--- src/sdram_emu_settings.svh ---
// Build-time settings of the SDRAM emulation slave
//   Bus data and byte address widths
//   Wait states per OKAY data phase
//   SDRAM bank and column split of the word address
//   Byte address window watched by the access monitor

`ifndef SDRAM_EMU_SETTINGS_SVH
`define SDRAM_EMU_SETTINGS_SVH

// AHB-Lite data bus width
`define SDRAM_EMU_DATA_W 32
// Byte address width, 4 KiB of storage
`define SDRAM_EMU_HADDR_W 12

// Wait states inserted into every OKAY data phase
`define SDRAM_EMU_WAIT 3

// Bank bits sit at the top of the word address
`define SDRAM_EMU_BANK_W 2
`define SDRAM_EMU_COL_W 6

// Monitor window, base inclusive, limit exclusive
`define SDRAM_EMU_WIN_BASE 'h400
`define SDRAM_EMU_WIN_LIMIT 'hC00

`endif

--- src/sdram_emu_pkg.sv ---
// Shared types of the SDRAM emulation slave
//   Derived widths
//   AHB-Lite transfer type and size encodings
//   Request and response bundles
//   Bank/row/col view of the word address
//   Captured data phase and monitor record

`include "sdram_emu_settings.svh"

`default_nettype none

package sdram_emu_pkg;

  // Byte lanes per bus word
  localparam int BE_W      = `SDRAM_EMU_DATA_W / 8;
  // Word address, byte offset removed
  localparam int WADDR_W   = `SDRAM_EMU_HADDR_W - 2;
  // Whatever is left between bank and column
  localparam int ROW_W     = WADDR_W - `SDRAM_EMU_BANK_W - `SDRAM_EMU_COL_W;
  // Monitor counter width
  localparam int MON_CNT_W = 16;

  ////////////////////////////////////////
  // Bus encodings
  ////////////////////////////////////////

  typedef enum logic [1:0] {
    HTRANS_IDLE   = 2'b00,
    HTRANS_BUSY   = 2'b01,
    HTRANS_NONSEQ = 2'b10,
    HTRANS_SEQ    = 2'b11
  } htrans_e;

  // Sizes up to the bus width only
  typedef enum logic [2:0] {
    HSIZE_BYTE = 3'b000,
    HSIZE_HALF = 3'b001,
    HSIZE_WORD = 3'b010
  } hsize_e;

  // Address phase signals from the master
  typedef struct packed {
    logic                          hsel;
    logic [`SDRAM_EMU_HADDR_W-1:0] haddr;
    logic                          hwrite;
    hsize_e                        hsize;
    htrans_e                       htrans;
    logic                          hready;
  } ahb_req_t;

  // Slave response
  typedef struct packed {
    logic [`SDRAM_EMU_DATA_W-1:0] hrdata;
    logic                         hreadyout;
    logic                         hresp;
  } ahb_rsp_t;

  ////////////////////////////////////////
  // SDRAM address view
  ////////////////////////////////////////

  // Bank in the MSBs, as on the real part
  typedef struct packed {
    logic [`SDRAM_EMU_BANK_W-1:0] bank;
    logic [ROW_W-1:0]             row;
    logic [`SDRAM_EMU_COL_W-1:0]  col;
  } sdram_brc_t;

  // Same word address, linear or split
  typedef union packed {
    logic [WADDR_W-1:0] linear;
    sdram_brc_t         brc;
  } sdram_addr_u;

  ////////////////////////////////////////
  // Internal records
  ////////////////////////////////////////

  // Transfer held for its data phase
  typedef struct packed {
    logic                          valid;
    logic                          write;
    logic                          misaligned;
    logic [BE_W-1:0]               be;
    logic [WADDR_W-1:0]            idx;
    logic [`SDRAM_EMU_HADDR_W-1:0] addr;
    hsize_e                        size;
  } dphase_t;

  // Last access seen inside the monitor window
  typedef struct packed {
    logic [`SDRAM_EMU_HADDR_W-1:0] addr;
    logic [`SDRAM_EMU_DATA_W-1:0]  data;
    logic                          write;
    hsize_e                        size;
  } mon_rec_t;

endpackage

`default_nettype wire

--- src/access_monitor.sv ---
// Hardware access monitor
//   Window check on the byte address
//   Read and write counters of OKAY completions
//   Record of the last windowed access

`include "sdram_emu_settings.svh"

`default_nettype none

module access_monitor
  import sdram_emu_pkg::*;
(
  input  wire logic                         clk_i,
  input  wire logic                         sysrst_n,
  input  wire dphase_t                      dphase_i,
  input  wire logic                         done_i,
  input  wire logic [`SDRAM_EMU_DATA_W-1:0] wdata_i,
  input  wire logic [`SDRAM_EMU_DATA_W-1:0] rdata_i,
  output logic [MON_CNT_W-1:0]              rd_cnt_o,
  output logic [MON_CNT_W-1:0]              wr_cnt_o,
  output mon_rec_t                          last_o
);

  logic in_win;
  logic hit;

  // Base inclusive, limit exclusive
  assign in_win = (dphase_i.addr >= `SDRAM_EMU_WIN_BASE) &&
                  (dphase_i.addr <  `SDRAM_EMU_WIN_LIMIT);

  // Error completions never raise done, so never counted
  assign hit = done_i && in_win;

  ////////////////////////////////////////
  // Counters
  ////////////////////////////////////////

  // Wrap at full scale
  always_ff @(posedge clk_i or negedge sysrst_n)
  begin
    if (!sysrst_n)
    begin
      rd_cnt_o <= '0;
      wr_cnt_o <= '0;
    end
    else if (hit)
    begin
      if (dphase_i.write)
        wr_cnt_o <= wr_cnt_o + 1'b1;
      else
        rd_cnt_o <= rd_cnt_o + 1'b1;
    end
  end

  ////////////////////////////////////////
  // Last access record
  ////////////////////////////////////////

  always_ff @(posedge clk_i)
  begin
    if (hit)
    begin
      last_o.addr  <= dphase_i.addr;
      // Write data and read data both valid on the done cycle
      last_o.data  <= dphase_i.write ? wdata_i : rdata_i;
      last_o.write <= dphase_i.write;
      last_o.size  <= dphase_i.size;
    end
  end

endmodule

`default_nettype wire

--- config.mk ---
export PLATFORM = sky130hd
export DESIGN_NAME = access_monitor
export DESIGN_NICKNAME = d
export VERILOG_FILES = /design/src/sdram_emu_pkg.sv /design/src/access_monitor.sv
export VERILOG_INCLUDE_DIRS = /design/src
export SDC_FILE = /design/constraint.sdc
export NUM_CORES = 1
export LEC_CHECK = 0
export BUFFER_PORTS_ARGS = -buffer_cell sky130_fd_sc_hd__buf_2
export CORE_MARGIN = 2
export CORE_UTILIZATION = 40
export DETAILED_ROUTE_END_ITERATION = 7
export GPL_TIMING_DRIVEN = 1
export PLACE_DENSITY = 0.81
export SETUP_SLACK_MARGIN = 0.15
export SYNTH_ARGS = -nofsm -noshare
export SYNTH_HDL_FRONTEND = slang
export SYNTH_SLANG_ARGS = --single-unit
--- constraint.sdc ---
create_clock -name clk_i -period 1.3 [get_ports clk_i]
set_input_delay 0.13 -clock clk_i [delete_from_list [all_inputs] [get_ports clk_i]]
set_output_delay 0.13 -clock clk_i [all_outputs]
set_load 0.1 [all_outputs]
* Word-level counts from Yosys, hierarchy flattened
Index checks and enable logic that the tools add are counted.
** Storage, ports and cells
- Input bits :: 99
- Logic and storage cells :: 16
- Flip-flop bits (word level) :: 80
** Operators by class
- Bitwise logic cells :: 1
- Order comparisons :: 2
- Reduce and logical (&&, ||, !) cells :: 4
- Multiplexer cells :: 1
- Add/sub/neg operators :: 2
** Operators by type and width (number)
- 16-bit by 1-bit adder with 16-bit output (second input constant) :: 2
- 32-bit two-way mux :: 1
- 12-bit by 11-bit greater-or-equal comparator with 1-bit output (second input constant) :: 1
- 12-bit less-than comparator (second input constant) :: 1
- 2-bit AND reduction :: 2
- 1-bit logical AND :: 2
- 1-bit inverter :: 1

* Depth between registers and ports, before layout
- Depth in word-level cells :: 4
- Gate-level depth with buffers :: 5

* Worst setup path before layout
Ideal clock, no wire load.
- Path kind :: input port to flip-flop
- Start :: in dphase_i[13] (netlist bit)
- End :: reg last_o[0] (netlist bit), enable pin
- Stages :: 2
- Arrival :: 2.366 ns
- Path buffers :: 0
- Slack :: -1.520 ns
- Cell sequence :: xnor2_1 nor2_1
** Between the ends
- Cells in the longest elaborated chain, start to end :: 3
** Ends and longest elaborated chain
- from (decl) :: line access_monitor.sv:15 : input wire dphase_t dphase_i,
- 12-bit by 11-bit greater-or-equal comparator with 1-bit output (no line) or 12-bit less-than comparator (tied branches)
- 1-bit logical AND (*) :: line access_monitor.sv:28 : assign in_win = (dphase_i.addr >= `SDRAM_EMU_WIN_BASE) &&
- 1-bit logical AND (*) :: line access_monitor.sv:32 : assign hit = done_i && in_win;
- net hit :: line access_monitor.sv:25 : logic hit;
- to (decl) :: line access_monitor.sv:21 : output mon_rec_t last_o
Mark *: on every way through the listed nets, which the timed path passes. The rest lies on a longest branch.
A chain may end at the register's enable or synchronous reset.

* Worst setup path in the final report
- Start :: reg wr_cnt_o[1]
- End :: reg wr_cnt_o[8]
** Between the ends
- Cells in the longest elaborated chain, start to end :: 1
** Ends and longest elaborated chain
- from (decl) :: line access_monitor.sv:20 : output logic [MON_CNT_W-1:0] wr_cnt_o,
- from (signal assigned) :: line access_monitor.sv:49 : wr_cnt_o <= wr_cnt_o + 1'b1;
- 16-bit by 1-bit adder with 16-bit output :: line access_monitor.sv:49
No other way between the ends.

==> run_results.csv <==
group,metric,value,unit
yosys,synth_top_area_share,44.0,%
yosys,synth_flop_cell,"edfxtp_1",
power,power,10.3,mW
hold_path,hold_path_class,"primary input to flop",
timing,rsz0062_at_grt,"yes",
yosys,ys_types,25,
critical_path,startpoint_type,"flop",
yosys,synth_area,0.00328,mm²
power,power_density,1670,mW/mm²
critical_path,critPathCaptureType,"flop",
detailed_routing,vias,2781,
yosys,yosys.area.top_type,"edfxtp_1",
clock_network,root_buffer,"clkbuf_8",
critical_path,cp_data_required_time,1550,ps
yosys,synth_edf_count,48,
yosys,syn_inst,211,
timing,slew_viol_final,0,
detailed_routing,wl,10.9,mm
timing,period_minus_slack,1710,ps
final_layout,layout-drive-gt1-share,73.0,%
power,p_leak,2.74,nW
run_status,status,"finished, violations left",
clock_network,clk_latency,360,ps
timing,hold_violations,0,
yosys,ys_async_sr_fraction,40.0,%
floorplan,die_h,94.5,µm
detailed_routing,drc,0,
grt,antenna_found_initial,0,
yosys,yosysMostFrequentCell,"edfxtp_1",
final_layout,syn_to_final_growth,88.0,%
timing,setup_ws,-409,ps
timing,skew,14.4,ps
floorplan,num_rows,33,
yosys,syn-num-nets,312,
critical_path,critPathLaunch,"wr_cnt_o[1]",
yosys,netlist_top_cells_count,"48 x edfxtp_1, 34 x mux2_2, 32 x dfrtp_1",
power,ir_worst_vdd,0.999,mV
final_layout,fill_cells,475,
critical_path,cp_max_fo,4,
hold_path,holdCritStartpoint,"rdata_i[31]",
timing,fin_crit_sh,131,%
final_layout,final_cells,571,
grt,track_usage,22.2,%
grt,grt_pass1_vias,3013,
detailed_routing,wl_per_cell,19.2,µm
timing,clock.fmax,585,MHz
critical_path,crit_buf_inv,0,
final_layout,diodes,0,
final_layout,nets,562,
floorplan,die_x,94.5,µm
timing,finalSetupViolCount,26,
detailed_routing,postRouteAntennaNets,0,
yosys,ys_warn_count,0,
critical_path,slowest_stage,"dfrtp_4",
floorplan,pin_count,179,
clock_network,cts_max_level,3,
floorplan,coreArea,0.00809,mm²
place,placed_cells,509,
place,routabilityCongestion,0.788,
critical_path,cp_cell_sequence,"ha_4 -> nand4_1 -> nor3b_4 -> nand2_1 -> xnor2_1",
clock_network,cts_buffer_depth,2,
yosys,ys_seq_elements,80,
timing,max_slew_margin,72.0,%
floorplan,start_util,40.5,%
clock_network,cts_buffers,9,
grt,grt_pass1_wl,14.8,mm
clock_network,cts_tree,"done",
critical_path,cpLargestDelayFamily,"simple AND/OR/NAND/NOR gates",
critical_path,criticalPathCategory,"flop to flop",
critical_path,reg2reg_from,"wr_cnt_o[1]",
clock_network,cts_sinks,80,
timing,worst_pin_slew,420,ps
detailed_routing,drt_iter0_drc,50,
place,io_buffers,162,
clock_network,path_clk_slew,90,ps
yosys,ys_top_cells_by_area,"edfxtp_1 44%, dfrtp_1 24%, mux2_2 12%",
floorplan,dieArea,0.00893,mm²
detailed_routing,first_pass_iters,4,
critical_path,crit_path_max_incr_delay,440,ps
job,drv_cap,0,
run_status,violations,"negative setup slack",
grt,grt-ovfl-total,0,
yosys,synth_area_per_cell,15.5,µm²
critical_path,r2r_slack,-410,ps
yosys,yosysSeqAreaShare,68.4,%
critical_path,arrival,1960,ps
detailed_routing,routed_via_density,4.87,
grt,grt_max_degree,37,
place,dp_hpwl,5.84,mm
-- logic make-up after synthesis --
| kind of cell | after synthesis | synth area share [%] |
|---|---|---|
| adders and majority gates | 2 | 0.764 |
| and+or+nand+nor | 55 | 9.59 |
| DFF | 80 | 68.4 |
| buffers and inverters | 8 | 0.955 |
| xor gates and xnor gates | 32 | 8.56 |
| muxes | 34 | 11.7 |
-- state kept, by name, indices dropped and copies added, names as in the netlist --
signal    count
last_o       48
rd_cnt_o     16
wr_cnt_o     16
-- area by class of cell --
class                   instances  area (µm²)  area share, %
multi-input cells             123        1260           20.4
well taps                     105         131           2.13
inverters                       4        15.0          0.244
clock inverters                 5         129           2.09
repair buffers                243        2160           35.1
clock buffers                  11         131           2.13
flip-flops and latches         80        2330           37.9
-- metal layers --
layer	wire length, µm	share of wire [%]	up-vias	track usage [%]
met1	3580	33	1367	22.0
met4	337	3.1	0	8.09
met2	6410	59	120	43.5
met3	604	5.5	24	6.38
li1	-	-	1270	-
met5	0	0	-	0
-- final timing paths --
kind / to / depth (start not counted)
hold / removal: last_o[35] / 2
max in group asynchronous: rd_cnt_o[4] / 3
setup / recovery: wr_cnt_o[8] / 5
hold reg to reg: wr_cnt_o[15] / 1
setup reg to reg: wr_cnt_o[8] / 5
min in group asynchronous: wr_cnt_o[4] / 3
-- cells in the final DEF (no fill, tap or decap), drive strengths merged, types with 3 or more instances in the layout --
master | Yosys | layout
nor3 | 4 | 4
dlygate4sd3 | 0 | 14
nand3 | 7 | 7
and4 | 3 | 3
dfrtp | 32 | 32
xnor2 | 17 | 17
nor2 | 10 | 10
nand2 | 9 | 9
buf | 4 | 229
and3 | 3 | 3
xor2 | 15 | 15
inv | 4 | 4
mux2 | 34 | 34
edfxtp | 48 | 48
clkbuf | 0 | 11
nand4 | 9 | 9
bufinv | 0 | 4
-- power breakdown --
part           switching (mW)  leakage (nW)  total, mW  internal [mW]
registers               0.239         0.829       3.34           3.11
clock network           0.892         0.128       2.37           1.48
logic                    2.87          1.78       4.59           1.71
total                    4.01          2.74       10.3           6.29
-- stage by stage --
stage | instance area [µm²] | TNS [ps] | hold WS, ps | util (%) | setup WS [ps]
2_1_floorplan | 3460 | -11080 | -166 | - | -325
3_3_place_gp | 4920 | -649 | 169 | 60.8 | -92.5
3_5_place_dp | 4920 | -1590 | 177 | 60.8 | -204
4_1_cts | 5890 | -1620 | 60.6 | 72.7 | -176
5_1_grt | 6160 | -6100 | 61.9 | 76.1 | -450
6_report | 6160 | -4700 | 73.5 | 76.1 | -409
-- repair_timing --
action	in CTS	in global routing
resized for setup	118	45
hold buffers	14	0
setup endpoints to repair	101	65
buffers inserted	23	9
endpoints found under the hold margin	45	0
pin swaps	15	15
Note: power is estimated with default switching activity, not from simulation.
