**config.mk**
```make
export PLATFORM = sky130hd
export DESIGN_NAME = ahb_addr_phase
export DESIGN_NICKNAME = d
export VERILOG_FILES = /design/src/sdram_emu_pkg.sv /design/src/ahb_addr_phase.sv
export VERILOG_INCLUDE_DIRS = /design/src
export SDC_FILE = /design/constraint.sdc
export NUM_CORES = 1
export LEC_CHECK = 0
export BUFFER_PORTS_ARGS = -buffer_cell sky130_fd_sc_hd__buf_2
export CORE_ASPECT_RATIO = 1.2
export CORE_MARGIN = 8
export CORE_UTILIZATION = 40
export DETAILED_ROUTE_END_ITERATION = 8
export GPL_TIMING_DRIVEN = 0
export MAX_ROUTING_LAYER = met4
export PLACE_DENSITY_LB_ADDON = 0.12
export SYNTH_ARGS = -nofsm -noshare
export SYNTH_HDL_FRONTEND = slang
export SYNTH_SLANG_ARGS = --single-unit
```
**constraint.sdc**
```tcl
create_clock -name clk_i -period 1.45 [get_ports clk_i]
set_input_delay 0.0725 -clock clk_i [delete_from_list [all_inputs] [get_ports clk_i]]
set_output_delay 0.0725 -clock clk_i [all_outputs]
set_load 0.02 [all_outputs]
```
**src/sdram_emu_settings.svh**
```systemverilog
// Build-time settings of the SDRAM emulation slave
//   Bus data and byte address widths
//   Wait states per OKAY data phase
//   SDRAM bank and column split of the word address
//   Byte address window watched by the access monitor

`ifndef SDRAM_EMU_SETTINGS_SVH
`define SDRAM_EMU_SETTINGS_SVH

// AHB-Lite data bus width
`define SDRAM_EMU_DATA_W 32
// Byte address width, 4 KiB of storage
`define SDRAM_EMU_HADDR_W 12

// Wait states inserted into every OKAY data phase
`define SDRAM_EMU_WAIT 3

// Bank bits sit at the top of the word address
`define SDRAM_EMU_BANK_W 2
`define SDRAM_EMU_COL_W 6

// Monitor window, base inclusive, limit exclusive
`define SDRAM_EMU_WIN_BASE 'h400
`define SDRAM_EMU_WIN_LIMIT 'hC00

`endif

```
**src/sdram_emu_pkg.sv**
```systemverilog
// Shared types of the SDRAM emulation slave
//   Derived widths
//   AHB-Lite transfer type and size encodings
//   Request and response bundles
//   Bank/row/col view of the word address
//   Captured data phase and monitor record

`include "sdram_emu_settings.svh"

`default_nettype none

package sdram_emu_pkg;

  // Byte lanes per bus word
  localparam int BE_W      = `SDRAM_EMU_DATA_W / 8;
  // Word address, byte offset removed
  localparam int WADDR_W   = `SDRAM_EMU_HADDR_W - 2;
  // Whatever is left between bank and column
  localparam int ROW_W     = WADDR_W - `SDRAM_EMU_BANK_W - `SDRAM_EMU_COL_W;
  // Monitor counter width
  localparam int MON_CNT_W = 16;

  ////////////////////////////////////////
  // Bus encodings
  ////////////////////////////////////////

  typedef enum logic [1:0] {
    HTRANS_IDLE   = 2'b00,
    HTRANS_BUSY   = 2'b01,
    HTRANS_NONSEQ = 2'b10,
    HTRANS_SEQ    = 2'b11
  } htrans_e;

  // Sizes up to the bus width only
  typedef enum logic [2:0] {
    HSIZE_BYTE = 3'b000,
    HSIZE_HALF = 3'b001,
    HSIZE_WORD = 3'b010
  } hsize_e;

  // Address phase signals from the master
  typedef struct packed {
    logic                          hsel;
    logic [`SDRAM_EMU_HADDR_W-1:0] haddr;
    logic                          hwrite;
    hsize_e                        hsize;
    htrans_e                       htrans;
    logic                          hready;
  } ahb_req_t;

  // Slave response
  typedef struct packed {
    logic [`SDRAM_EMU_DATA_W-1:0] hrdata;
    logic                         hreadyout;
    logic                         hresp;
  } ahb_rsp_t;

  ////////////////////////////////////////
  // SDRAM address view
  ////////////////////////////////////////

  // Bank in the MSBs, as on the real part
  typedef struct packed {
    logic [`SDRAM_EMU_BANK_W-1:0] bank;
    logic [ROW_W-1:0]             row;
    logic [`SDRAM_EMU_COL_W-1:0]  col;
  } sdram_brc_t;

  // Same word address, linear or split
  typedef union packed {
    logic [WADDR_W-1:0] linear;
    sdram_brc_t         brc;
  } sdram_addr_u;

  ////////////////////////////////////////
  // Internal records
  ////////////////////////////////////////

  // Transfer held for its data phase
  typedef struct packed {
    logic                          valid;
    logic                          write;
    logic                          misaligned;
    logic [BE_W-1:0]               be;
    logic [WADDR_W-1:0]            idx;
    logic [`SDRAM_EMU_HADDR_W-1:0] addr;
    hsize_e                        size;
  } dphase_t;

  // Last access seen inside the monitor window
  typedef struct packed {
    logic [`SDRAM_EMU_HADDR_W-1:0] addr;
    logic [`SDRAM_EMU_DATA_W-1:0]  data;
    logic                          write;
    hsize_e                        size;
  } mon_rec_t;

endpackage

`default_nettype wire

```
**src/ahb_addr_phase.sv**
```systemverilog
// AHB-Lite address phase capture
//   Transfer acceptance from HSEL, HREADY and HTRANS
//   Alignment check against HSIZE
//   Byte lane enables
//   Array index through the bank/row/col remap

`default_nettype none

module ahb_addr_phase
  import sdram_emu_pkg::*;
(
  input  wire logic     clk_i,
  input  wire logic     sysrst_n,
  input  wire ahb_req_t req_i,
  output dphase_t       dphase_o
);

  logic        accept;
  sdram_addr_u waddr;
  dphase_t     dphase_d;

  // Only NONSEQ and SEQ carry data, BUSY and IDLE are dropped
  assign accept = req_i.hsel && req_i.hready &&
                  (req_i.htrans == HTRANS_NONSEQ || req_i.htrans == HTRANS_SEQ);

  // Word address seen as linear and as bank/row/col
  assign waddr.linear = req_i.haddr[WADDR_W+1:2];

  ////////////////////////////////////////
  // Next data phase
  ////////////////////////////////////////

  always_comb
  begin
    dphase_d       = '0;
    dphase_d.valid = accept;
    dphase_d.write = req_i.hwrite;
    dphase_d.addr  = req_i.haddr;
    dphase_d.size  = req_i.hsize;
    // Row above bank, so consecutive bank groups interleave
    dphase_d.idx   = {waddr.brc.row, waddr.brc.bank, waddr.brc.col};

    case (req_i.hsize)
      HSIZE_BYTE:
      begin
        dphase_d.be = BE_W'(1) << req_i.haddr[1:0];
      end
      HSIZE_HALF:
      begin
        dphase_d.misaligned = req_i.haddr[0];
        dphase_d.be         = BE_W'(3) << {req_i.haddr[1], 1'b0};
      end
      HSIZE_WORD:
      begin
        dphase_d.misaligned = |req_i.haddr[1:0];
        dphase_d.be         = '1;
      end
      default:
      begin
        // Wider than the bus, refused like a misaligned access
        dphase_d.misaligned = 1'b1;
      end
    endcase

    // Refused access touches no lane
    if (dphase_d.misaligned)
      dphase_d.be = '0;
  end

  ////////////////////////////////////////
  // Data phase register
  ////////////////////////////////////////

  // Held while HREADY is low, reloaded on every ready cycle
  // No accept on a ready cycle leaves valid low
  always_ff @(posedge clk_i or negedge sysrst_n)
  begin
    if (!sysrst_n)
    begin
      dphase_o <= '0;
    end
    else if (req_i.hready)
    begin
      dphase_o <= dphase_d;
    end
  end

endmodule

`default_nettype wire

```
=== Word level (Yosys, flattened, before mapping) ===
Index checks and enable logic that the tools add are counted.

* Multiplexer cells: 3
* Shift operators: 2
* Equality and inequality tests: 4
* Reduce and logical (&&, ||, !) cells: 5

{| class="wikitable"
|+ Operators with widths
! operator !! count
|-
| $pmux 4 s3 || 1
|-
| $eq 2x2->1 const B || 2
|-
| $mux 4 || 1
|-
| $shl 1x2->4 const A || 1
|-
| $shl 2x2->4 const A || 1
|-
| $eq 3x1->1 const B || 1
|-
| $eq 3x2->1 const B || 1
|-
| $logic_not 3->1 || 1
|-
| $pmux 1 s3 || 1
|-
| $logic_and 1x1->1 || 2
|-
| $reduce_or 2->1 || 1
|-
| $logic_or 1x1->1 || 1
|}

* Logic and storage cells: 21
* Bits in registers: 32

=== Longest topological paths before layout ===
Gate-level depths: netlist of run 1.

* Depth in word-level cells: 3
* Depth in mapped cells: 4
* Mapped depth without buffers: 3

=== Worst setup path before layout of run 1 ===
No wires, ideal clock.

* Kind: register to register
* Start point: register, netlist name dphase_o[25]
* End point: register dphase_o[25] in the netlist's numbering
* Data arrival time: 0.718 ns
* Stages on the path, launching flop included: 2
* Data required time: 1.322 ns
* Setup slack: 0.604 ns
* Path buffers: 0
* Setup time: 0.128 ns
* Cell sequence: dfrtp_1 -> mux2_1

{| class="wikitable"
|+ RTL lines
! what !! line !! source
|-
| end signal, assigned || ahb_addr_phase.sv:84 || <nowiki>dphase_o <= dphase_d;</nowiki>
|-
| end, declared || ahb_addr_phase.sv:15 || <nowiki>output dphase_t dphase_o</nowiki>
|}

=== Worst setup path in the final report of run 1 ===
* Start point: register dphase_o[18] in the netlist's numbering
* End point: output port dphase_o[18] in the netlist's numbering

No word-level cell between the ends.

==> summary.log, run 1 <==
qor: worst_setup_path.timing.critical_path.from dphase_o[18]
qor: die.dieWidth 63.0 microns
qor: global_routing.grt_max_degree 23
qor: die.height_of_the_die 72.4 microns
qor: place.gp_congestion 0.754
qor: synth.netlist-cell-type-count 23
qor: global_routing.grt_first_pass_wirelength 4.26 mm
qor: power.power.leakage 0.737 nW
qor: drt.route.detailed.wl_per_inst 13.8 microns
qor: timing.hold_viol_final 0
qor: timing.final.setup.worst_slack 388 ps
qor: layout.largest-register dphase_o
qor: synth.ys_dominant_reg_cell sky130_fd_sc_hd__dfrtp_1
qor: clock_tree.cts.sink_count 22
qor: synth.syn_inst 86
qor: global_routing.antenna_found_initial 0
qor: clock_tree.cts.repair.resized 0
qor: timing.slew_viol_final 0
qor: timing.rsz0062_at_grt no
qor: layout.diodes 0
qor: timing.tightest_slew 482 ps
qor: layout.biggestRegsByFlops dphase_o (22)
qor: timing.slew-limit-headroom 67.9%
qor: power.fin_total_pwr 1.46 mW
qor: clock_tree.clk_transition_reported_paths 110 ps
qor: synth.synth_area_leaders sky130_fd_sc_hd__dfrtp_1 (52%), sky130_fd_sc_hd__mux2_2 (16%), sky130_fd_sc_hd__buf_4 (9.9%), sky130_fd_sc_hd__a2111oi_4 (2.6%), sky130_fd_sc_hd__buf_6 (2.1%)
qor: worst_setup_path.cp.arrival 990 ps
qor: worst_setup_path.worst-path-max-fanout 3
qor: worst_setup_path.slowest_stage_delay_on_critical_path 410 ps
qor: layout.layout-drive-gt1-share 57.0%
qor: place.port_buffers 47
qor: worst_setup_path.reg2reg_launch_point dphase_o[18]
qor: drt.drt_wl_total 2.50 mm
qor: clock_tree.htreeDepth 1
qor: drt.postRouteAntennaNets 0
qor: drt.via_count 845
qor: drt.drt_drc_violations_left 0
qor: clock_tree.clock_latency_reported_for_the_late_side_of_the_worst_skew_pair 300 ps
qor: worst_setup_path.timing.critical_path.to_type output pin
qor: place.post-dp-hpwl 1.85 mm
qor: worst_setup_path.timing.setup.critical_path_class reg2out
qor: timing.finalClockSkew 0 ps
qor: synth.synthesis.nets 108
qor: global_routing.global_route.usage.total 11.7%
qor: drt.detail_route.vias_per_cell 4.64
qor: die.io-pin-count 54
qor: synth.leading_post_synthesis_cells_by_instance_count sky130_fd_sc_hd__dfrtp_1 (22), sky130_fd_sc_hd__mux2_2 (15), sky130_fd_sc_hd__buf_4 (14)
qor: die.die_area 4560 sq um
qor: flow_run.max_cap_violations 0
qor: synth.synthArstFlopShare 100%
qor: worst_setup_path.critical_path.startpoint_type register
qor: min_path.kind_of_path_behind_the_tightest_hold_check in2reg
qor: global_routing.grt_pass1_vias 895
qor: synth.post_synth.cell_area_avg 12.3 sq um
qor: drt.drt_first_iter_violations 22
qor: clock_tree.cts.repair_timing.setup_buffer_count 0
qor: timing.report.final.setup_viol 0
qor: timing.fin_tns_setup 0 ps
qor: synth.synth_largest_type_area_fraction 51.9%
qor: die.floorplan.core_area 2530 sq um
qor: synth.mappedNetlistArea 1060 sq um
qor: die.initial_utilization 42.0%
qor: clock_tree.clock_tree_from_tritoncts built
qor: layout.largest_register_ffs 22
qor: worst_setup_path.slowest_stage sky130_fd_sc_hd__dfrtp_1
qor: clock_tree.cts_buffers 3
qor: timing.timing.final.crit_share 73.2%
qor: clock_tree.clock_path_buffers 2
qor: power.vdd_ir_drop_max 507 uV
qor: worst_setup_path.required 1380 ps
qor: drt.firstDrtPassIters 4
qor: synth.post-synth-top-count-cell sky130_fd_sc_hd__dfrtp_1
qor: clock_tree.clock-root-buffer sky130_fd_sc_hd__clkbuf_4
qor: die.rows 20
qor: synth.netlist.top_cell.by_area sky130_fd_sc_hd__dfrtp_1
qor: timing.fin_crit 1060 ps
qor: synth.ys.warnings.count 0
qor: synth.yosys_reg_bits 22
qor: synth.synth.yosys.seq_area_share 51.9%
qor: worst_setup_path.crit_chain buf_4, buf_2
qor: place.dp_slack 658 ps
qor: layout.layout-area-overhead-vs-synth 40.8%
qor: synth.synth-edff-count 0
qor: global_routing.grt.overflow.total 0
qor: power.pwr_density_cell 975 nW/um^2
qor: status.status finished, final reports clean
qor: min_path.worstHoldStart req_i[19]
qor: layout.final_net_count 172
qor: timing.max_freq 0.942 GHz
## power by group
part           total (mW)  leakage, nW  switching [mW]  internal [mW]
Sequential          0.704        0.264          0.0330          0.671
Clock               0.327       0.0210           0.174          0.153
Combinational       0.425        0.451           0.230          0.196
Total                1.46        0.737           0.437           1.02
## metrics by stage
stage | utilization (%) | area (sq um) | std cells | hold WS, ps
after floorplan | - | 1060 | 86 | -223
after global placement | 52.9 | 1340 | 166 | 59.7
after detailed placement | 52.9 | 1340 | 166 | 66.8
after CTS | 59.1 | 1490 | 182 | 5.65
after global routing | 59.1 | 1490 | 182 | 23.7
final | 59.1 | 1490 | 182 | 12.0
## metal layers
metal  up-vias  wire (microns)  share of wire (%)  track usage [%]
met5         -               0                  0                -
met2        36            1250                 50             19.2
met4         0              34                1.4             5.33
met3         4             188                7.5             3.85
li1        410               -                  -                -
met1       395            1030                 41             12.6
## what timing repair did
action,CTS,global route
hold endpoints to repair,33,0
setup endpoints to repair,0,0
hold buffers,12,0
## critical path: cells and delay by family (launching register included)
kind,cells,cell delay (ps)
buf+inv,2,280
flops,1,410
## cells by family after synthesis
kind of cell | share of synthesized area [%]
flops | 51.9
buf+inv | 14.3
mux | 17.0
compound gates | 9.32
simple gates | 6.72
xor+xnor | 0.826
## cells in the final DEF, fill, tap and decap left out, drive strengths merged
master / count
buf: 64
dfrtp: 22
mux2: 16
dlygate4sd3: 12
inv: 5
o21ai: 5
clkbuf: 4
nand3: 3
a31oi: 3
nor2: 2
nand2: 2
nand2b: 2
nor3b: 1
a21oi: 1
o22ai: 1
xor2: 1
a2111oi: 1
o21a: 1
o221ai: 1
nand4: 1
nor4b: 1
## final cells by class
type	instances	area, sq um
Timing Repair Buffer	59	355
Buffer	17	133
Inverter	5	18.8
Multi-Input combinational cell	42	359
Sequential cell	22	551
Clock buffer	4	36.3
Fill cell	227	1030
Tap cell	33	41.3
## worst paths after layout
check                               end  cells after the start  slack [ps]
max in group asynchronous   dphase_o[0]                      2         870
hold reg to reg            dphase_o[25]                      1         500
hold / removal             dphase_o[31]                      3          10
setup / recovery           dphase_o[18]                      2         390
min in group asynchronous  dphase_o[22]                      2         250
setup reg to reg           dphase_o[18]                      1         670
No activity file was read; power rests on OpenSTA's default activity.
==> inputs of run 2 (changes only) <==
ABC_AREA = 1   (was default)
clock period = 1 ns   (was 1.45 ns; I/O delays follow)
==> summary.log, run 2 <==
qor: worst_setup_path.cp.buffers_inverters 1 [-1]
qor: synth.synthArstFlopShare 100% [unchanged]
qor: drt.detail_route.vias_per_cell 4.44 [-4.3%]
qor: clock_tree.cts_buffers 3 [unchanged]
qor: place.post-dp-hpwl 2.00 mm [+8.2%]
qor: place.port_buffers 51 [+8.5%]
qor: layout.final_net_count 213 [+24%]
qor: synth.ys.warnings.count 0 [unchanged]
qor: clock_tree.htreeDepth 1 [unchanged]
qor: clock_tree.cts.sink_count 22 [unchanged]
qor: timing.hold_viol_final 0 [unchanged]
qor: power.pwr_density_cell 1350 nW/um^2 [+39%]
qor: power.fin_total_pwr 2.07 mW [+42%]
qor: layout.layout.cells.most_common_list sky130_fd_sc_hd__nand2_1 (63), sky130_fd_sc_hd__buf_2 (39), sky130_fd_sc_hd__dfrtp_1 (22)
qor: synth.mappedNetlistArea 1020 sq um [-3.5%]
qor: global_routing.grt_pass1_vias 1062 [+19%]
qor: synth.synth-edff-count 0 [unchanged]
qor: drt.drt_drc_violations_left 0 [unchanged]
qor: drt.drt_wl_total 2.83 mm [+13%]
qor: drt.top_layer met4
qor: drt.route.layer.met1.wl 1.11 mm [+7.5%]
qor: worst_setup_path.slowest_stage sky130_fd_sc_hd__dfrtp_1
qor: timing.finalClockSkew 0 ps [unchanged]
qor: clock_tree.clock_path_buffers 2 [unchanged]
qor: layout.diodes 0 [unchanged]
qor: worst_setup_path.worst-path-max-fanout 3 [unchanged]
qor: synth.post-synth-top-count-cell sky130_fd_sc_hd__nand2_1
qor: layout.final_common_cell sky130_fd_sc_hd__nand2_1
qor: clock_tree.clk_transition_reported_paths 120 ps [about the same]
qor: global_routing.grt_first_pass_wirelength 4.73 mm [+11%]
qor: drt.firstDrtPassIters 4 [unchanged]
qor: die.rows 20 [unchanged]
qor: die.dieWidth 62.2 microns [-1.3%]
qor: synth.synth.yosys.seq_area_share 53.8% [+1.9 points]
qor: drt.drt_first_iter_violations 20 [-9.1%]
qor: timing.slew_viol_final 0 [unchanged]
qor: global_routing.antenna_found_initial 0 [unchanged]
qor: synth.synth_largest_type_area_fraction 53.8% [+1.9 points]
qor: layout.layout-drive-gt1-share 34.2% [-23 points]
qor: drt.dr_wl_met2 1.49 mm [+20%]
qor: timing.timing.final.crit_share 95.7%
qor: layout.n_fill_cell 233 [+2.6%]
qor: layout.layout-area-overhead-vs-synth 49.9%
qor: layout.final_core_utilization 61.9% [+2.8 points]
qor: drt.detailroute.wirelength.met3 145 microns [-23%]
qor: worst_setup_path.slowest_stage_delay_on_critical_path 430 ps [+20 ps]
qor: min_path.kind_of_path_behind_the_tightest_hold_check in2reg
qor: flow_run.max_cap_violations 0 [unchanged]
qor: synth.netlist.top_cell.by_area sky130_fd_sc_hd__dfrtp_1
qor: worst_setup_path.timing.setup.critical_path_class reg2out
qor: synth.ys_dominant_reg_cell sky130_fd_sc_hd__dfrtp_1
qor: worst_setup_path.cp.arrival 910 ps [-80 ps]
qor: synth.synth_area_leaders sky130_fd_sc_hd__dfrtp_1 (54%), sky130_fd_sc_hd__nand2_1 (23%), sky130_fd_sc_hd__buf_4 (8.1%), sky130_fd_sc_hd__nand3_1 (5.4%), sky130_fd_sc_hd__nor2_1 (2.9%)
qor: synth.netlist-cell-type-count 11 [-52%]
qor: global_routing.grt.overflow.total 0 [unchanged]
qor: synth.leading_post_synthesis_cells_by_instance_count sky130_fd_sc_hd__nand2_1 (63), sky130_fd_sc_hd__dfrtp_1 (22), sky130_fd_sc_hd__buf_4 (11), sky130_fd_sc_hd__nand3_1 (11), sky130_fd_sc_hd__nor2_1 (8)
qor: drt.via_count 991 [+17%]
qor: worst_setup_path.critical-path-top-delay-family flip-flops
qor: global_routing.grt_max_degree 23 [unchanged]
qor: drt.postRouteAntennaNets 0 [unchanged]
qor: layout.biggestRegsByFlops dphase_o (22)
qor: clock_tree.clock_latency_reported_for_the_late_side_of_the_worst_skew_pair 310 ps [about the same]
qor: layout.largest_register_ffs 22 [unchanged]
qor: synth.post_synth.cell_area_avg 8.00 sq um [-35%]
qor: timing.max_freq 1.04 GHz
qor: worst_setup_path.required 950 ps [-430 ps]
qor: die.height_of_the_die 71.4 microns [-1.4%]
qor: global_routing.global_route.usage.total 13.4% [+1.7 points]
qor: worst_setup_path.timing.critical_path.to_type output pin
qor: power.vdd_ir_drop_max 910 uV [+80%]
qor: drt.route.detailed.wl_per_inst 12.7 microns [-7.7%]
qor: status.status finished, final reports clean
qor: worst_setup_path.critical_path.startpoint_type register
qor: timing.tightest_slew 493 ps [+10.7 ps]
qor: die.die_area 4440 sq um [-2.7%]
qor: die.floorplan.core_area 2480 sq um [-2.0%]
qor: timing.slew-limit-headroom 67.2% [-0.71 points]
qor: die.initial_utilization 41.3% [-0.67 points]
qor: timing.report.final.setup_viol 0 [unchanged]
qor: synth.syn_inst 128 [+49%]
qor: clock_tree.clock-root-buffer sky130_fd_sc_hd__clkbuf_4
qor: synth.synthesis.nets 150 [+39%]
qor: layout.largest-register dphase_o
qor: power.power.leakage 0.877 nW [+19%]
qor: synth.yosys_reg_bits 22 [unchanged]
qor: die.io-pin-count 54 [unchanged]
qor: worst_setup_path.crit_chain buf_2
qor: clock_tree.clock_tree_from_tritoncts built
qor: timing.fin_crit 957 ps
qor: place.gp_congestion 0.772 [+2.3%]
[run 2: cell types whose count changed in the layout (fill, tap and decap cells not counted), sizes merged, moves of 2 or more]
cell         delta
a31oi           -3
nand2          +61
nor2            +8
mux2           -16
nand3           +8
o21ai           -3
buf             -8
nand2b          -2
dlygate4sd3     +3
[run 2: cells by family (layout without fill, tap and decap cells)]
kind of cell	after synthesis	in the layout	share of synthesized area (%)
buffers and inverters	20	82	11.6
AO/OA/AOI/OAI	2	2	0.978
AND/OR/NAND/NOR	84	84	33.6
flip-flops	22	22	53.8
[run 2: repair_timing]
action,CTS,global route
endpoints found under the setup margin,10,5
cloned,0,0
endpoints found under the hold margin,35,0
resized for setup,20,8
hold buffers,15,0
pin swaps,0,0
buffers inserted,1,1
[run 2: per-layer routing]
| layer | up-vias | GRT usage [%] |
|---|---|---|
| li1 | 504 | - |
| met1 | 444 | 12.5 |
| met2 | 35 | 24.0 |
| met3 | 8 | 3.59 |
| met4 | 0 | 8.57 |
| met5 | - | - |
[run 2: worst paths after layout]
check                             startpoint      endpoint  slack [ps]  depth (start not counted)
worst max-delay path            dphase_o[15]   dphase_o[5]          40                          1
worst min-delay path                req_i[3]   dphase_o[0]          20                          3
worst max register to register  dphase_o[21]  dphase_o[21]         250                          3
worst min register to register  dphase_o[26]  dphase_o[26]         490                          2
max in group asynchronous           sysrst_n  dphase_o[31]         440                          2
min in group asynchronous           sysrst_n  dphase_o[16]         220                          2
[run 2: cell type report]
cell class | instances | area (sq um) | area share [%]
Tap cell | 33 | 41.3 | 2.69
Timing Repair Buffer | 68 | 508 | 33.1
Sequential cell | 22 | 551 | 35.9
Buffer | 4 | 21.3 | 1.39
Clock buffer | 4 | 36.3 | 2.37
Multi-Input combinational cell | 86 | 354 | 23.1
Inverter | 6 | 22.5 | 1.47
[run 2: where the power goes]
part           switching [mW]  total (mW)  internal [mW]  leakage [nW]
sequential             0.0532        1.01          0.959         0.272
clock                   0.269       0.492          0.222        0.0210
combinational           0.318       0.571          0.253         0.584
total                   0.640        2.07           1.43         0.877
[run 2: stage by stage]
stage                     cell area [sq um]  hold WS [ps]  worst slack (ps)  cells  TNS (ps)
final                                  1530          15.2              42.5    223         0
after detailed placement               1320          46.4               174    212         0
after CTS                              1500          3.66              32.4    222         0
after global placement                 1320          31.0               168    212         0
after global routing                   1530          4.11             -4.24    223     -8.13
after floorplan                        1020          -246               303    128         0
