## config.mk

```make
export PLATFORM = sky130hd
export DESIGN_NAME = ahb_wait_ctrl
export DESIGN_NICKNAME = d
export VERILOG_FILES = /design/src/sdram_emu_pkg.sv /design/src/ahb_wait_ctrl.sv
export VERILOG_INCLUDE_DIRS = /design/src
export SDC_FILE = /design/constraint.sdc
export NUM_CORES = 1
export LEC_CHECK = 0
export BUFFER_PORTS_ARGS = -buffer_cell sky130_fd_sc_hd__buf_2
export CAP_MARGIN = 40
export CORE_AREA = 3 3 40 42
export CTS_BUF_LIST = sky130_fd_sc_hd__clkbuf_16
export CTS_CLUSTER_DIAMETER = 120
export DETAILED_ROUTE_END_ITERATION = 10
export DIE_AREA = 0 0 43 45
export PLACE_DENSITY = 0.7
export SYNTH_ARGS = -nofsm -noshare
export SYNTH_HDL_FRONTEND = slang
export SYNTH_SLANG_ARGS = --single-unit
```

## constraint.sdc

```tcl
create_clock -name clk_i -period 1.6 [get_ports clk_i]
set_input_delay 0.08 -clock clk_i [delete_from_list [all_inputs] [get_ports clk_i]]
set_output_delay 0.08 -clock clk_i [all_outputs]
set_load 0.02 [all_outputs]
```

## src/sdram_emu_settings.svh

```systemverilog
// Build-time settings of the SDRAM emulation slave
//   Bus data and byte address widths
//   Wait states per OKAY data phase
//   SDRAM bank and column split of the word address
//   Byte address window watched by the access monitor

`ifndef SDRAM_EMU_SETTINGS_SVH
`define SDRAM_EMU_SETTINGS_SVH

// AHB-Lite data bus width
`define SDRAM_EMU_DATA_W 32
// Byte address width, 4 KiB of storage
`define SDRAM_EMU_HADDR_W 12

// Wait states inserted into every OKAY data phase
`define SDRAM_EMU_WAIT 3

// Bank bits sit at the top of the word address
`define SDRAM_EMU_BANK_W 2
`define SDRAM_EMU_COL_W 6

// Monitor window, base inclusive, limit exclusive
`define SDRAM_EMU_WIN_BASE 'h400
`define SDRAM_EMU_WIN_LIMIT 'hC00

`endif

```

## src/sdram_emu_pkg.sv

```systemverilog
// Shared types of the SDRAM emulation slave
//   Derived widths
//   AHB-Lite transfer type and size encodings
//   Request and response bundles
//   Bank/row/col view of the word address
//   Captured data phase and monitor record

`include "sdram_emu_settings.svh"

`default_nettype none

package sdram_emu_pkg;

  // Byte lanes per bus word
  localparam int BE_W      = `SDRAM_EMU_DATA_W / 8;
  // Word address, byte offset removed
  localparam int WADDR_W   = `SDRAM_EMU_HADDR_W - 2;
  // Whatever is left between bank and column
  localparam int ROW_W     = WADDR_W - `SDRAM_EMU_BANK_W - `SDRAM_EMU_COL_W;
  // Monitor counter width
  localparam int MON_CNT_W = 16;

  ////////////////////////////////////////
  // Bus encodings
  ////////////////////////////////////////

  typedef enum logic [1:0] {
    HTRANS_IDLE   = 2'b00,
    HTRANS_BUSY   = 2'b01,
    HTRANS_NONSEQ = 2'b10,
    HTRANS_SEQ    = 2'b11
  } htrans_e;

  // Sizes up to the bus width only
  typedef enum logic [2:0] {
    HSIZE_BYTE = 3'b000,
    HSIZE_HALF = 3'b001,
    HSIZE_WORD = 3'b010
  } hsize_e;

  // Address phase signals from the master
  typedef struct packed {
    logic                          hsel;
    logic [`SDRAM_EMU_HADDR_W-1:0] haddr;
    logic                          hwrite;
    hsize_e                        hsize;
    htrans_e                       htrans;
    logic                          hready;
  } ahb_req_t;

  // Slave response
  typedef struct packed {
    logic [`SDRAM_EMU_DATA_W-1:0] hrdata;
    logic                         hreadyout;
    logic                         hresp;
  } ahb_rsp_t;

  ////////////////////////////////////////
  // SDRAM address view
  ////////////////////////////////////////

  // Bank in the MSBs, as on the real part
  typedef struct packed {
    logic [`SDRAM_EMU_BANK_W-1:0] bank;
    logic [ROW_W-1:0]             row;
    logic [`SDRAM_EMU_COL_W-1:0]  col;
  } sdram_brc_t;

  // Same word address, linear or split
  typedef union packed {
    logic [WADDR_W-1:0] linear;
    sdram_brc_t         brc;
  } sdram_addr_u;

  ////////////////////////////////////////
  // Internal records
  ////////////////////////////////////////

  // Transfer held for its data phase
  typedef struct packed {
    logic                          valid;
    logic                          write;
    logic                          misaligned;
    logic [BE_W-1:0]               be;
    logic [WADDR_W-1:0]            idx;
    logic [`SDRAM_EMU_HADDR_W-1:0] addr;
    hsize_e                        size;
  } dphase_t;

  // Last access seen inside the monitor window
  typedef struct packed {
    logic [`SDRAM_EMU_HADDR_W-1:0] addr;
    logic [`SDRAM_EMU_DATA_W-1:0]  data;
    logic                          write;
    hsize_e                        size;
  } mon_rec_t;

endpackage

`default_nettype wire

```

## src/ahb_wait_ctrl.sv

```systemverilog
// Data phase sequencer of the SDRAM emulation slave
//   Wait state counter for OKAY transfers
//   Two-cycle ERROR response for refused transfers
//   Read issue one cycle ahead of completion
//   Completion and error strobes

`include "sdram_emu_settings.svh"

`default_nettype none

module ahb_wait_ctrl
  import sdram_emu_pkg::*;
(
  input  wire logic    clk_i,
  input  wire logic    sysrst_n,
  input  wire dphase_t dphase_i,
  output logic         hreadyout_o,
  output logic         hresp_o,
  output logic         rd_en_o,
  output logic         done_o,
  output logic         err_o
);

  localparam int               CNT_W    = $clog2(`SDRAM_EMU_WAIT + 1);
  // Count value on the completing cycle
  localparam logic [CNT_W-1:0] CNT_LAST = CNT_W'(`SDRAM_EMU_WAIT);
  // Last wait cycle, array read issues here
  localparam logic [CNT_W-1:0] CNT_RD   = CNT_W'(`SDRAM_EMU_WAIT - 1);

  typedef enum logic [1:0] {
    ST_IDLE,
    ST_WAIT,
    ST_ERR1,
    ST_ERR2
  } state_e;

  state_e           state_q;
  state_e           state_cur;
  state_e           state_d;
  logic [CNT_W-1:0] cnt_q;
  logic [CNT_W-1:0] cnt_d;

  ////////////////////////////////////////
  // State decode and outputs
  ////////////////////////////////////////

  always_comb
  begin
    // A fresh data phase shows up while idle, start it this cycle
    state_cur = state_q;
    if (state_q == ST_IDLE && dphase_i.valid)
      state_cur = dphase_i.misaligned ? ST_ERR1 : ST_WAIT;

    state_d     = state_cur;
    cnt_d       = cnt_q;
    hreadyout_o = 1'b1;
    hresp_o     = 1'b0;
    rd_en_o     = 1'b0;
    done_o      = 1'b0;
    err_o       = 1'b0;

    case (state_cur)
      ST_WAIT:
      begin
        if (cnt_q == CNT_LAST)
        begin
          // OKAY completion, HRDATA valid, HWDATA sampled
          done_o  = 1'b1;
          cnt_d   = '0;
          state_d = ST_IDLE;
        end
        else
        begin
          hreadyout_o = 1'b0;
          cnt_d       = cnt_q + 1'b1;
          rd_en_o     = !dphase_i.write && (cnt_q == CNT_RD);
        end
      end
      ST_ERR1:
      begin
        // First ERROR cycle stalls the master
        hreadyout_o = 1'b0;
        hresp_o     = 1'b1;
        state_d     = ST_ERR2;
      end
      ST_ERR2:
      begin
        hresp_o = 1'b1;
        err_o   = 1'b1;
        state_d = ST_IDLE;
      end
      default:
      begin
        // Idle, unselected or BUSY cycles, zero-wait OKAY
        state_d = ST_IDLE;
      end
    endcase
  end

  always_ff @(posedge clk_i or negedge sysrst_n)
  begin
    if (!sysrst_n)
    begin
      state_q <= ST_IDLE;
      cnt_q   <= '0;
    end
    else
    begin
      state_q <= state_d;
      cnt_q   <= cnt_d;
    end
  end

endmodule

`default_nettype wire

```

* Word-level counts from Yosys, hierarchy flattened
Cells that the tools add are included.
W data, S select, Z words.
** Cells by class
- Mux-type cells :: 12
- Reductions and logical operators :: 5
- Equality and inequality tests :: 5
- Add/subtract/negate cells :: 1
** Operators by type and width (count)
- $eq A2 B2 Y1 const B :: 4
- $mux W2 :: 4
- $mux W1 :: 6
- $pmux W2 S2 :: 1
- $add A2 B1 Y2 const B :: 1
- $eq A2 B1 Y1 const B :: 1
- $logic_and A1 B1 Y1 :: 2
- $logic_not A2 Y1 :: 1
- $pmux W1 S2 :: 1
- $reduce_or A2 Y1 :: 1
- $logic_not A1 Y1 :: 1
** Storage, ports and cells
- Bits of input ports :: 34
- Logic and storage cells :: 25
- Register bits :: 4
- Output and inout bits :: 5

* Longest topological paths before layout
Gate-level depths: netlist of the first run.
- Depth after elaboration :: 6
- Depth in mapped cells :: 5
- Gate-level depth less buffers :: 5

* Least setup slack after synthesis of the first run
No wires, ideal clock.
- Kind :: reg2out
- Start :: register state_q[1]
- End :: output rd_en_o
- Data arrival time :: 1.824 ns
- Required time :: 1.520 ns
- Slack :: -0.304 ns
- Stages on the path, launching flop included :: 6
- Path through :: dfrtp_1 -> or3b_4 -> or2b_1 -> ha_1 -> nand2b_1 -> nor3b_1
** Between the ends
- Longest elaborated chain between the ends :: 5
** RTL lines
- start: declaration :: line ahb_wait_ctrl.sv:37 : state_e state_q;
- start signal: assignment :: line ahb_wait_ctrl.sv:109 : state_q <= state_d;
- $logic_not A2 Y1 :: line ahb_wait_ctrl.sv:51 : if (state_q == ST_IDLE && dphase_i.valid)
- $logic_and A1 B1 Y1 :: line ahb_wait_ctrl.sv:51
- $mux W2 (*) :: line ahb_wait_ctrl.sv:51
- $eq A2 B1 Y1 (*) :: line ahb_wait_ctrl.sv:62 : case (state_cur)
- $mux W1 (*) :: line ahb_wait_ctrl.sv:62
- end: declaration :: line ahb_wait_ctrl.sv:19 : output logic rd_en_o,
Every way passes the cells marked *; elsewhere a longest branch is shown, timed or not.

* Final worst setup path of the first run
Same ends and word-level chain as after synthesis.

==> results of run 1 <==
-- worst max path at each step --
stage                      endpoint  slack, ns  cells past startpoint
2_1_floorplan  state_q[1]$_DFF_PN0_       0.02                      5
3_3_place_gp   state_q[1]$_DFF_PN0_      -0.06                      5
3_5_place_dp   state_q[1]$_DFF_PN0_      -0.15                      5
4_1_cts                     rd_en_o      -0.24                      6
5_1_grt                     rd_en_o      -0.28                      6
6_report                    rd_en_o      -0.24                      6
-- layer usage --
| layer | track usage [%] | vias to the layer above | routed length [um] |
|---|---|---|---|
| li1 | - | 148 | - |
| met1 | 8.29 | 149 | 266 |
| met2 | 16.2 | 6 | 479 |
| met3 | 2.39 | 0 | 30 |
| met4 | 5.42 | 0 | 0 |
| met5 | 0 | - | 0 |
-- per-stage QoR --
| stage | setup slack (ns) | setup TNS, ns | utilization (%) | cell area [um2] |
|---|---|---|---|---|
| after CTS | -0.237 | -0.866 | 46.5 | 598 |
| after global placement | -0.0580 | -0.147 | 34.3 | 440 |
| final | -0.236 | -0.918 | 51.1 | 657 |
| after global routing | -0.280 | -1.33 | 51.1 | 657 |
| after floorplan | 0.0163 | 0 | - | 347 |
| after detailed placement | -0.145 | -0.345 | 34.3 | 440 |
-- sequential cells by signal (all words and copies together), names as in the netlist --
register / flops
state_q: 2
cnt_q: 2
-- power groups by stage --
stage / registers, mW / clock network [mW] / logic, mW
after floorplan: 0.157 / 0 / 0.239
after global placement: 0.161 / 0 / 0.309
after detailed placement: 0.163 / 0 / 0.328
after CTS: 0.160 / 0.390 / 0.409
after global routing: 0.164 / 0.401 / 0.498
final: 0.160 / 0.383 / 0.455
-- worst max-delay path: stages, from the launching register on --
cell      delay (ns)
dfrtp_1         0.38
or3b_4          0.39
or2b_1          0.21
ha_4            0.17
nand2b_4        0.07
nor3b_4         0.17
buf_6           0.14
-- logic make-up after synthesis --
group / after synthesis / synth area share, %
DFF: 4 / 32.4
AOI/OAI and AO/OA: 3 / 10.1
and+or+nand+nor: 12 / 25.9
buffers and inverters: 4 / 4.86
adders and majority gates: 5 / 20.2
muxes: 2 / 6.48
-- final cells by class --
class	instances	area share, %
clock buffer	3	11.4
inverter	4	2.29
multi-input combinational	22	42.9
sequential	4	15.2
tap	15	2.86
timing repair buffer	21	25.3
-- placed cells by master, fill, tap and decap left out, drive strengths merged --
cell type,n
buf,20
ha,5
dfrtp,4
inv,4
clkbuf,3
nand2b,3
nor2,2
mux2i,2
a221oi,2
or3b,1
nor2b,1
nand3b,1
and2b,1
and2,1
o21bai,1
or2b,1
nor3b,1
dlygate4sd3,1
-- what timing repair did --
action	in CTS	in global routing
endpoints found under the hold margin	4	0
setup endpoints to repair	6	8
hold buffers	1	0
pin swaps	2	1
setup buffers	4	4
gates resized for setup	12	4
==> impl_results.html, run 1 <==
<table>
<tr><th>Metric</th><th>Value</th></tr>
<tr><th colspan="2">GRT</th></tr>
<tr><td>GRT Overall Usage</td><td>8.61%</td></tr>
<tr><td>First-pass GRT wire length</td><td>1.23 mm</td></tr>
<tr><td>Overall overflow remaining after global route</td><td>0</td></tr>
<tr><td>Via count of the first global-routing pass</td><td>319</td></tr>
<tr><td>Pin count of the biggest net entering global routing</td><td>5</td></tr>
<tr><td>Number of antenna violations at the first check in global routing</td><td>0</td></tr>
<tr><th colspan="2">Synthesis</th></tr>
<tr><td>Post-synthesis instance area</td><td>roughly 300 um2</td></tr>
<tr><td>Most frequent cell after synthesis</td><td>ha_1</td></tr>
<tr><td>Cells after synthesis</td><td>30</td></tr>
<tr><td>Yosys warning total</td><td>0</td></tr>
<tr><td>Number of distinct library cells after synthesis</td><td>16</td></tr>
<tr><td>Number of nets produced by synthesis</td><td>69</td></tr>
<tr><td>Dominant cell type by area after synthesis</td><td>dfrtp_1</td></tr>
<tr><td>Fraction of registers with async set or reset after synthesis</td><td>100%</td></tr>
<tr><td>Synth Flop Type</td><td>dfrtp_1</td></tr>
<tr><td>Top cells by instance count after synthesis</td><td>5 x ha_1, 4 x dfrtp_1, 4 x inv_1</td></tr>
<tr><td>Share of the synthesized area in the top cell type</td><td>32.4%</td></tr>
<tr><td>Number of enable-type register cells in the synthesized netlist</td><td>0</td></tr>
<tr><td>Sequential fraction of the synthesis area</td><td>between 30 and 40%</td></tr>
<tr><td>Leading cell types by total area after synthesis</td><td>dfrtp_1 32%, ha_1 20%, mux2i_1 6.5%</td></tr>
<tr><td>Average instance area after synthesis</td><td>approximately 10 um2</td></tr>
<tr><td>Synth Register Bits</td><td>4</td></tr>
<tr><th colspan="2">Power</th></tr>
<tr><td>Switching part of the total power</td><td>29.8%</td></tr>
<tr><td>Net switching power of the design</td><td>0.298 mW</td></tr>
<tr><td>Pwr Density</td><td>1520 nW/um2</td></tr>
<tr><td>Combinational share of power</td><td>45.6%</td></tr>
<tr><td>Total leakage power</td><td>0.324 nW</td></tr>
<tr><td>Overall power after layout</td><td>0.998 mW</td></tr>
<tr><td>Worst supply voltage drop on vdd</td><td>748 uV</td></tr>
<tr><td>Portion of total power attributed to the clock network</td><td>around two fifths</td></tr>
<tr><td>Internal power of the cells</td><td>0.700 mW</td></tr>
<tr><td>Sequential share of power</td><td>16.0%</td></tr>
<tr><th colspan="2">Floorplan</th></tr>
<tr><td>Starting density of the core</td><td>between 20% and 30%</td></tr>
<tr><td>Vertical die dimension</td><td>45 um</td></tr>
<tr><td>Full die area</td><td>1940 um2</td></tr>
<tr><td>Standard-cell row count</td><td>13</td></tr>
<tr><td>Width of the die</td><td>about 43 um</td></tr>
<tr><td>Area of the core</td><td>1280 um2</td></tr>
<tr><td>I/O pins</td><td>39</td></tr>
<tr><th colspan="2">Clock network</th></tr>
<tr><td>Number of H-tree branching levels</td><td>1</td></tr>
<tr><td>CTS sink cnt</td><td>4</td></tr>
<tr><td>Number of clock buffers inserted by TritonCTS</td><td>3</td></tr>
<tr><td>Largest buffer count on any clock path</td><td>2</td></tr>
<tr><td>Clock Pin Slew Worst Setup and Hold Paths</td><td>approximately 0.03 ns</td></tr>
<tr><td>Clk_lat worst skew</td><td>0.22 ns</td></tr>
<tr><td>CTS tree</td><td>yes</td></tr>
<tr><td>CTS root buffer</td><td>clkbuf_16</td></tr>
<tr><th colspan="2">Timing</th></tr>
<tr><td>Count of final setup violators</td><td>7</td></tr>
<tr><td>Post-route clock skew</td><td>about 0.00015 ns</td></tr>
<tr><td>Worst hold-check slack</td><td>0.190 ns</td></tr>
<tr><td>Unrepaired setup endpoints after global routing</td><td>true</td></tr>
<tr><td>Final number of max-transition violations</td><td>0</td></tr>
<tr><td>Final number of hold-violating endpoints</td><td>0</td></tr>
<tr><td>Pin slew with the least headroom to its limit</td><td>0.222 ns</td></tr>
<tr><td>Maximum frequency from static timing analysis</td><td>0.545 GHz</td></tr>
<tr><td>Headroom to the max-slew limit</td><td>85.2%</td></tr>
<tr><td>Min cycle time layout</td><td>approximately 1.8 ns</td></tr>
<tr><td>Post-layout worst setup margin</td><td>-0.236 ns</td></tr>
<tr><td>Crit share post-route</td><td>115%</td></tr>
<tr><th colspan="2">Detailed routing</th></tr>
<tr><td>Violation count after the first detailed-routing iteration</td><td>5</td></tr>
<tr><td>Number of vias after detailed routing</td><td>just over 300</td></tr>
<tr><td>Detailed-route vias per instance</td><td>4.39</td></tr>
<tr><td>Routed length per placed instance</td><td>~11 um</td></tr>
<tr><td>Post-Route WL</td><td>777 um</td></tr>
<tr><td>Final routed DRC violation total</td><td>0</td></tr>
<tr><td>Detailed-routing iteration count for the pre-antenna-repair pass</td><td>4</td></tr>
<tr><td>Post-route antenna net violation count</td><td>0</td></tr>
<tr><th colspan="2">Critical path</th></tr>
<tr><td>Minimum setup slack among reg-to-reg paths</td><td>-0.12 ns</td></tr>
<tr><td>R2R Path End</td><td>state_q[1]$_DFF_PN0_</td></tr>
<tr><td>Critical Path Sink Type</td><td>primary output</td></tr>
<tr><td>Crit-path max FO</td><td>4</td></tr>
<tr><td>Data arrival time of the worst path</td><td>between 1.5 and 2 ns</td></tr>
<tr><td>Category of the critical setup timing path</td><td>flop to primary output</td></tr>
<tr><td>Number of cells traversed by the worst register-to-register path</td><td>6</td></tr>
<tr><td>Worst reg2reg startpoint</td><td>state_q[1]$_DFF_PN0_</td></tr>
<tr><td>Startpoint Class</td><td>flop</td></tr>
<tr><td>Data required time of the critical path</td><td>1.52 ns</td></tr>
<tr><td>Beginning of the critical path</td><td>state_q[1]$_DFF_PN0_</td></tr>
<tr><th colspan="2">Status</th></tr>
<tr><td>Result of the run</td><td>complete, but fails checks</td></tr>
<tr><td>Violated checks</td><td>setup timing</td></tr>
<tr><th colspan="2">Placed design</th></tr>
<tr><td>Placer Congestion</td><td>0.731</td></tr>
<tr><td>HPWL after detailed placement</td><td>575 um</td></tr>
<tr><td>Number of buffers added on ports</td><td>9</td></tr>
<tr><td>Placed cell count</td><td>58</td></tr>
<tr><th colspan="2">Finish</th></tr>
<tr><td>ANT cells</td><td>0</td></tr>
<tr><td>Final Non-Filler Cells</td><td>69</td></tr>
<tr><td>Area of the multi-input gates</td><td>about 280 um2</td></tr>
<tr><td>Layout-stage area growth over the synthesis result</td><td>113%</td></tr>
<tr><td>Final net count</td><td>95</td></tr>
<tr><td>Fillcell total</td><td>117</td></tr>
<tr><td>Footprint of the flip-flops and latches</td><td>100 um2</td></tr>
<tr><td>Ratio of cells with drive above 1 in the final layout</td><td>63.0%</td></tr>
<tr><th colspan="2">Min path</th></tr>
<tr><td>Worst Hold Class</td><td>input pin to async pin</td></tr>
<tr><th colspan="2">Job</th></tr>
<tr><td>Max-capacitance violation count</td><td>0</td></tr>
</table>
Power figures use the tool's default switching activity.
==> run 2: changes to the inputs <==
--- a/config.mk
+++ b/config.mk
@@ -9,11 +9,12 @@
 export BUFFER_PORTS_ARGS = -buffer_cell sky130_fd_sc_hd__buf_2
 export CAP_MARGIN = 40
 export CORE_AREA = 3 3 40 42
-export CTS_BUF_LIST = sky130_fd_sc_hd__clkbuf_16
+export CTS_BUF_LIST = sky130_fd_sc_hd__clkbuf_8
 export CTS_CLUSTER_DIAMETER = 120
 export DETAILED_ROUTE_END_ITERATION = 10
 export DIE_AREA = 0 0 43 45
 export PLACE_DENSITY = 0.7
+export SKIP_CTS_REPAIR_TIMING = 1
 export SYNTH_ARGS = -nofsm -noshare
 export SYNTH_HDL_FRONTEND = slang
 export SYNTH_SLANG_ARGS = --single-unit
==> impl_results.html, run 2 (synthesized netlist as in run 1, its figures left out) <==
<table>
<tr><th>Metric</th><th>Value</th></tr>
<tr><th colspan="2">Status</th></tr>
<tr><td>Result of the run</td><td>complete, but fails checks</td></tr>
<tr><td>Violated checks</td><td>setup timing</td></tr>
<tr><th colspan="2">Clock network</th></tr>
<tr><td>Largest buffer count on any clock path</td><td>2</td></tr>
<tr><td>CTS root buffer</td><td>clkbuf_8</td></tr>
<tr><td>Clk_lat worst skew</td><td>around 0.21 ns</td></tr>
<tr><td>CTS sink cnt</td><td>4</td></tr>
<tr><td>Clock Pin Slew Worst Setup and Hold Paths</td><td>0.03 ns</td></tr>
<tr><td>Number of clock buffers inserted by TritonCTS</td><td>3</td></tr>
<tr><td>CTS tree</td><td>yes</td></tr>
<tr><td>Number of H-tree branching levels</td><td>1</td></tr>
<tr><th colspan="2">Job</th></tr>
<tr><td>Max-capacitance violation count</td><td>0</td></tr>
<tr><th colspan="2">Power</th></tr>
<tr><td>Worst supply voltage drop on vdd</td><td>549 uV</td></tr>
<tr><td>Overall power after layout</td><td>between 0.7 and 0.8 mW</td></tr>
<tr><td>Pwr Density</td><td>1370 nW/um2</td></tr>
<tr><td>Total leakage power</td><td>0.280 nW</td></tr>
<tr><th colspan="2">Timing</th></tr>
<tr><td>Min cycle time layout</td><td>1.85 ns</td></tr>
<tr><td>Post-layout worst setup margin</td><td>-0.249 ns</td></tr>
<tr><td>Crit share post-route</td><td>116%</td></tr>
<tr><td>Post-route clock skew</td><td>0.00137 ns</td></tr>
<tr><td>Count of final setup violators</td><td>7</td></tr>
<tr><td>Final number of max-transition violations</td><td>0</td></tr>
<tr><td>Final number of hold-violating endpoints</td><td>0</td></tr>
<tr><td>Maximum frequency from static timing analysis</td><td>~0.54 GHz</td></tr>
<tr><td>Unrepaired setup endpoints after global routing</td><td>true</td></tr>
<tr><td>Pin slew with the least headroom to its limit</td><td>around 0.23 ns</td></tr>
<tr><td>Headroom to the max-slew limit</td><td>84.5%</td></tr>
<tr><th colspan="2">GRT</th></tr>
<tr><td>First-pass GRT wire length</td><td>around 1.1 mm</td></tr>
<tr><td>GRT Overall Usage</td><td>7.76%</td></tr>
<tr><td>Via count of the first global-routing pass</td><td>~300</td></tr>
<tr><td>Pin count of the biggest net entering global routing</td><td>6</td></tr>
<tr><td>Number of antenna violations at the first check in global routing</td><td>0</td></tr>
<tr><td>Overall overflow remaining after global route</td><td>0</td></tr>
<tr><th colspan="2">Critical path</th></tr>
<tr><td>Worst reg2reg startpoint</td><td>state_q[1]$_DFF_PN0_</td></tr>
<tr><td>Startpoint Class</td><td>flop</td></tr>
<tr><td>Category of the critical setup timing path</td><td>flop to primary output</td></tr>
<tr><td>Crit-path max FO</td><td>4</td></tr>
<tr><td>Critical Path Sink Type</td><td>primary output</td></tr>
<tr><td>Beginning of the critical path</td><td>state_q[1]$_DFF_PN0_</td></tr>
<tr><td>Data arrival time of the worst path</td><td>1.77 ns</td></tr>
<tr><td>Data required time of the critical path</td><td>around 1.5 ns</td></tr>
<tr><th colspan="2">Finish</th></tr>
<tr><td>Final net count</td><td>92</td></tr>
<tr><td>Area of the multi-input gates</td><td>between 200 and 300 um2</td></tr>
<tr><td>Ratio of cells with drive above 1 in the final layout</td><td>roughly three fifths</td></tr>
<tr><td>Fillcell total</td><td>133</td></tr>
<tr><td>Most frequent cells in the layout</td><td>8 x buf_4, 5 x buf_2, 4 x dfrtp_1, 4 x buf_6</td></tr>
<tr><td>Top Registers</td><td>cnt_q x2, state_q x2</td></tr>
<tr><td>Layout-stage area growth over the synthesis result</td><td>86.2%</td></tr>
<tr><td>ANT cells</td><td>0</td></tr>
<tr><td>Footprint of the flip-flops and latches</td><td>100 um2</td></tr>
<tr><td>Leading cell type in the layout, fill and taps excluded</td><td>buf_4</td></tr>
<tr><td>Final instance area</td><td>around 580 um2</td></tr>
<tr><th colspan="2">Detailed routing</th></tr>
<tr><td>Number of vias after detailed routing</td><td>293</td></tr>
<tr><td>Post-Route WL</td><td>749 um</td></tr>
<tr><td>Routed length per placed instance</td><td>11.3 um</td></tr>
<tr><td>Detailed-route vias per instance</td><td>4.44</td></tr>
<tr><td>Post-route antenna net violation count</td><td>0</td></tr>
<tr><td>Final routed DRC violation total</td><td>0</td></tr>
<tr><td>Violation count after the first detailed-routing iteration</td><td>2</td></tr>
<tr><td>Detailed-routing iteration count for the pre-antenna-repair pass</td><td>2</td></tr>
<tr><th colspan="2">Placed design</th></tr>
<tr><td>Number of buffers added on ports</td><td>9</td></tr>
<tr><td>Post-placement cell area</td><td>440 um2</td></tr>
<tr><td>Placer Congestion</td><td>0.731</td></tr>
<tr><td>HPWL after detailed placement</td><td>575 um</td></tr>
<tr><th colspan="2">Floorplan</th></tr>
<tr><td>I/O pins</td><td>39</td></tr>
<tr><td>Starting density of the core</td><td>between 20% and 30%</td></tr>
<tr><td>Area of the core</td><td>1280 um2</td></tr>
<tr><td>Vertical die dimension</td><td>45 um</td></tr>
<tr><td>Width of the die</td><td>43 um</td></tr>
<tr><td>Standard-cell row count</td><td>13</td></tr>
<tr><td>Full die area</td><td>1940 um2</td></tr>
<tr><th colspan="2">Min path</th></tr>
<tr><td>Worst Hold Class</td><td>input pin to async pin</td></tr>
</table>
run 2: stage by stage:
stage,util [%],instances,hold slack [ns],worst slack [ns],setup TNS (ns)
6_report,44.8,66,0.198,-0.249,-0.954
5_1_grt,44.8,66,0.224,-0.316,-1.40
4_1_cts,37.5,61,-0.335,-0.323,-1.13
3_5_place_dp,34.3,58,-0.108,-0.145,-0.345
3_3_place_gp,34.3,58,-0.116,-0.0580,-0.147
2_1_floorplan,-,30,-0.216,0.0163,0
run 2: layout make-up:
| type | instances | share of cell area, % |
|---|---|---|
| timing repair buffer | 18 | 24.3 |
| multi-input combinational | 22 | 45.2 |
| tap | 15 | 3.26 |
| clock buffer | 3 | 7.17 |
| inverter | 4 | 2.61 |
| sequential | 4 | 17.4 |
run 2: power breakdown:
part	total, mW	internal (mW)	switching (mW)
Sequential	0.160	0.137	0.0237
Clock	0.206	0.160	0.0462
Combinational	0.422	0.229	0.194
run 2: path summary, 6_finish.rpt:
path | endpoint | slack [ns] | cells past startpoint
setup / recovery | rd_en_o | -0.25 | 6
hold / removal | cnt_q[1]$_DFFE_PN0P_ | 0.20 | 2
setup reg to reg | state_q[1]$_DFF_PN0_ | -0.15 | 6
hold reg to reg | cnt_q[1]$_DFFE_PN0P_ | 0.55 | 2
max in group asynchronous | cnt_q[0]$_DFFE_PN0P_ | 1.28 | 2
min in group clk_i | state_q[0]$_DFF_PN0_ | 0.27 | 4
run 2: per-layer routing:
layer	wire, um	vias to the layer above	global-route usage [%]
li1	-	143	-
met1	277	144	8.01
met2	437	6	13.5
met3	34	0	2.39
met4	0	0	5.42
met5	0	-	0
run 2: worst max-delay path: stages (launching register included):
cell	delay, ns
dfrtp_1	0.39
or3b_4	0.39
or2b_1	0.21
ha_4	0.17
nand2b_4	0.07
nor3b_4	0.18
buf_6	0.14
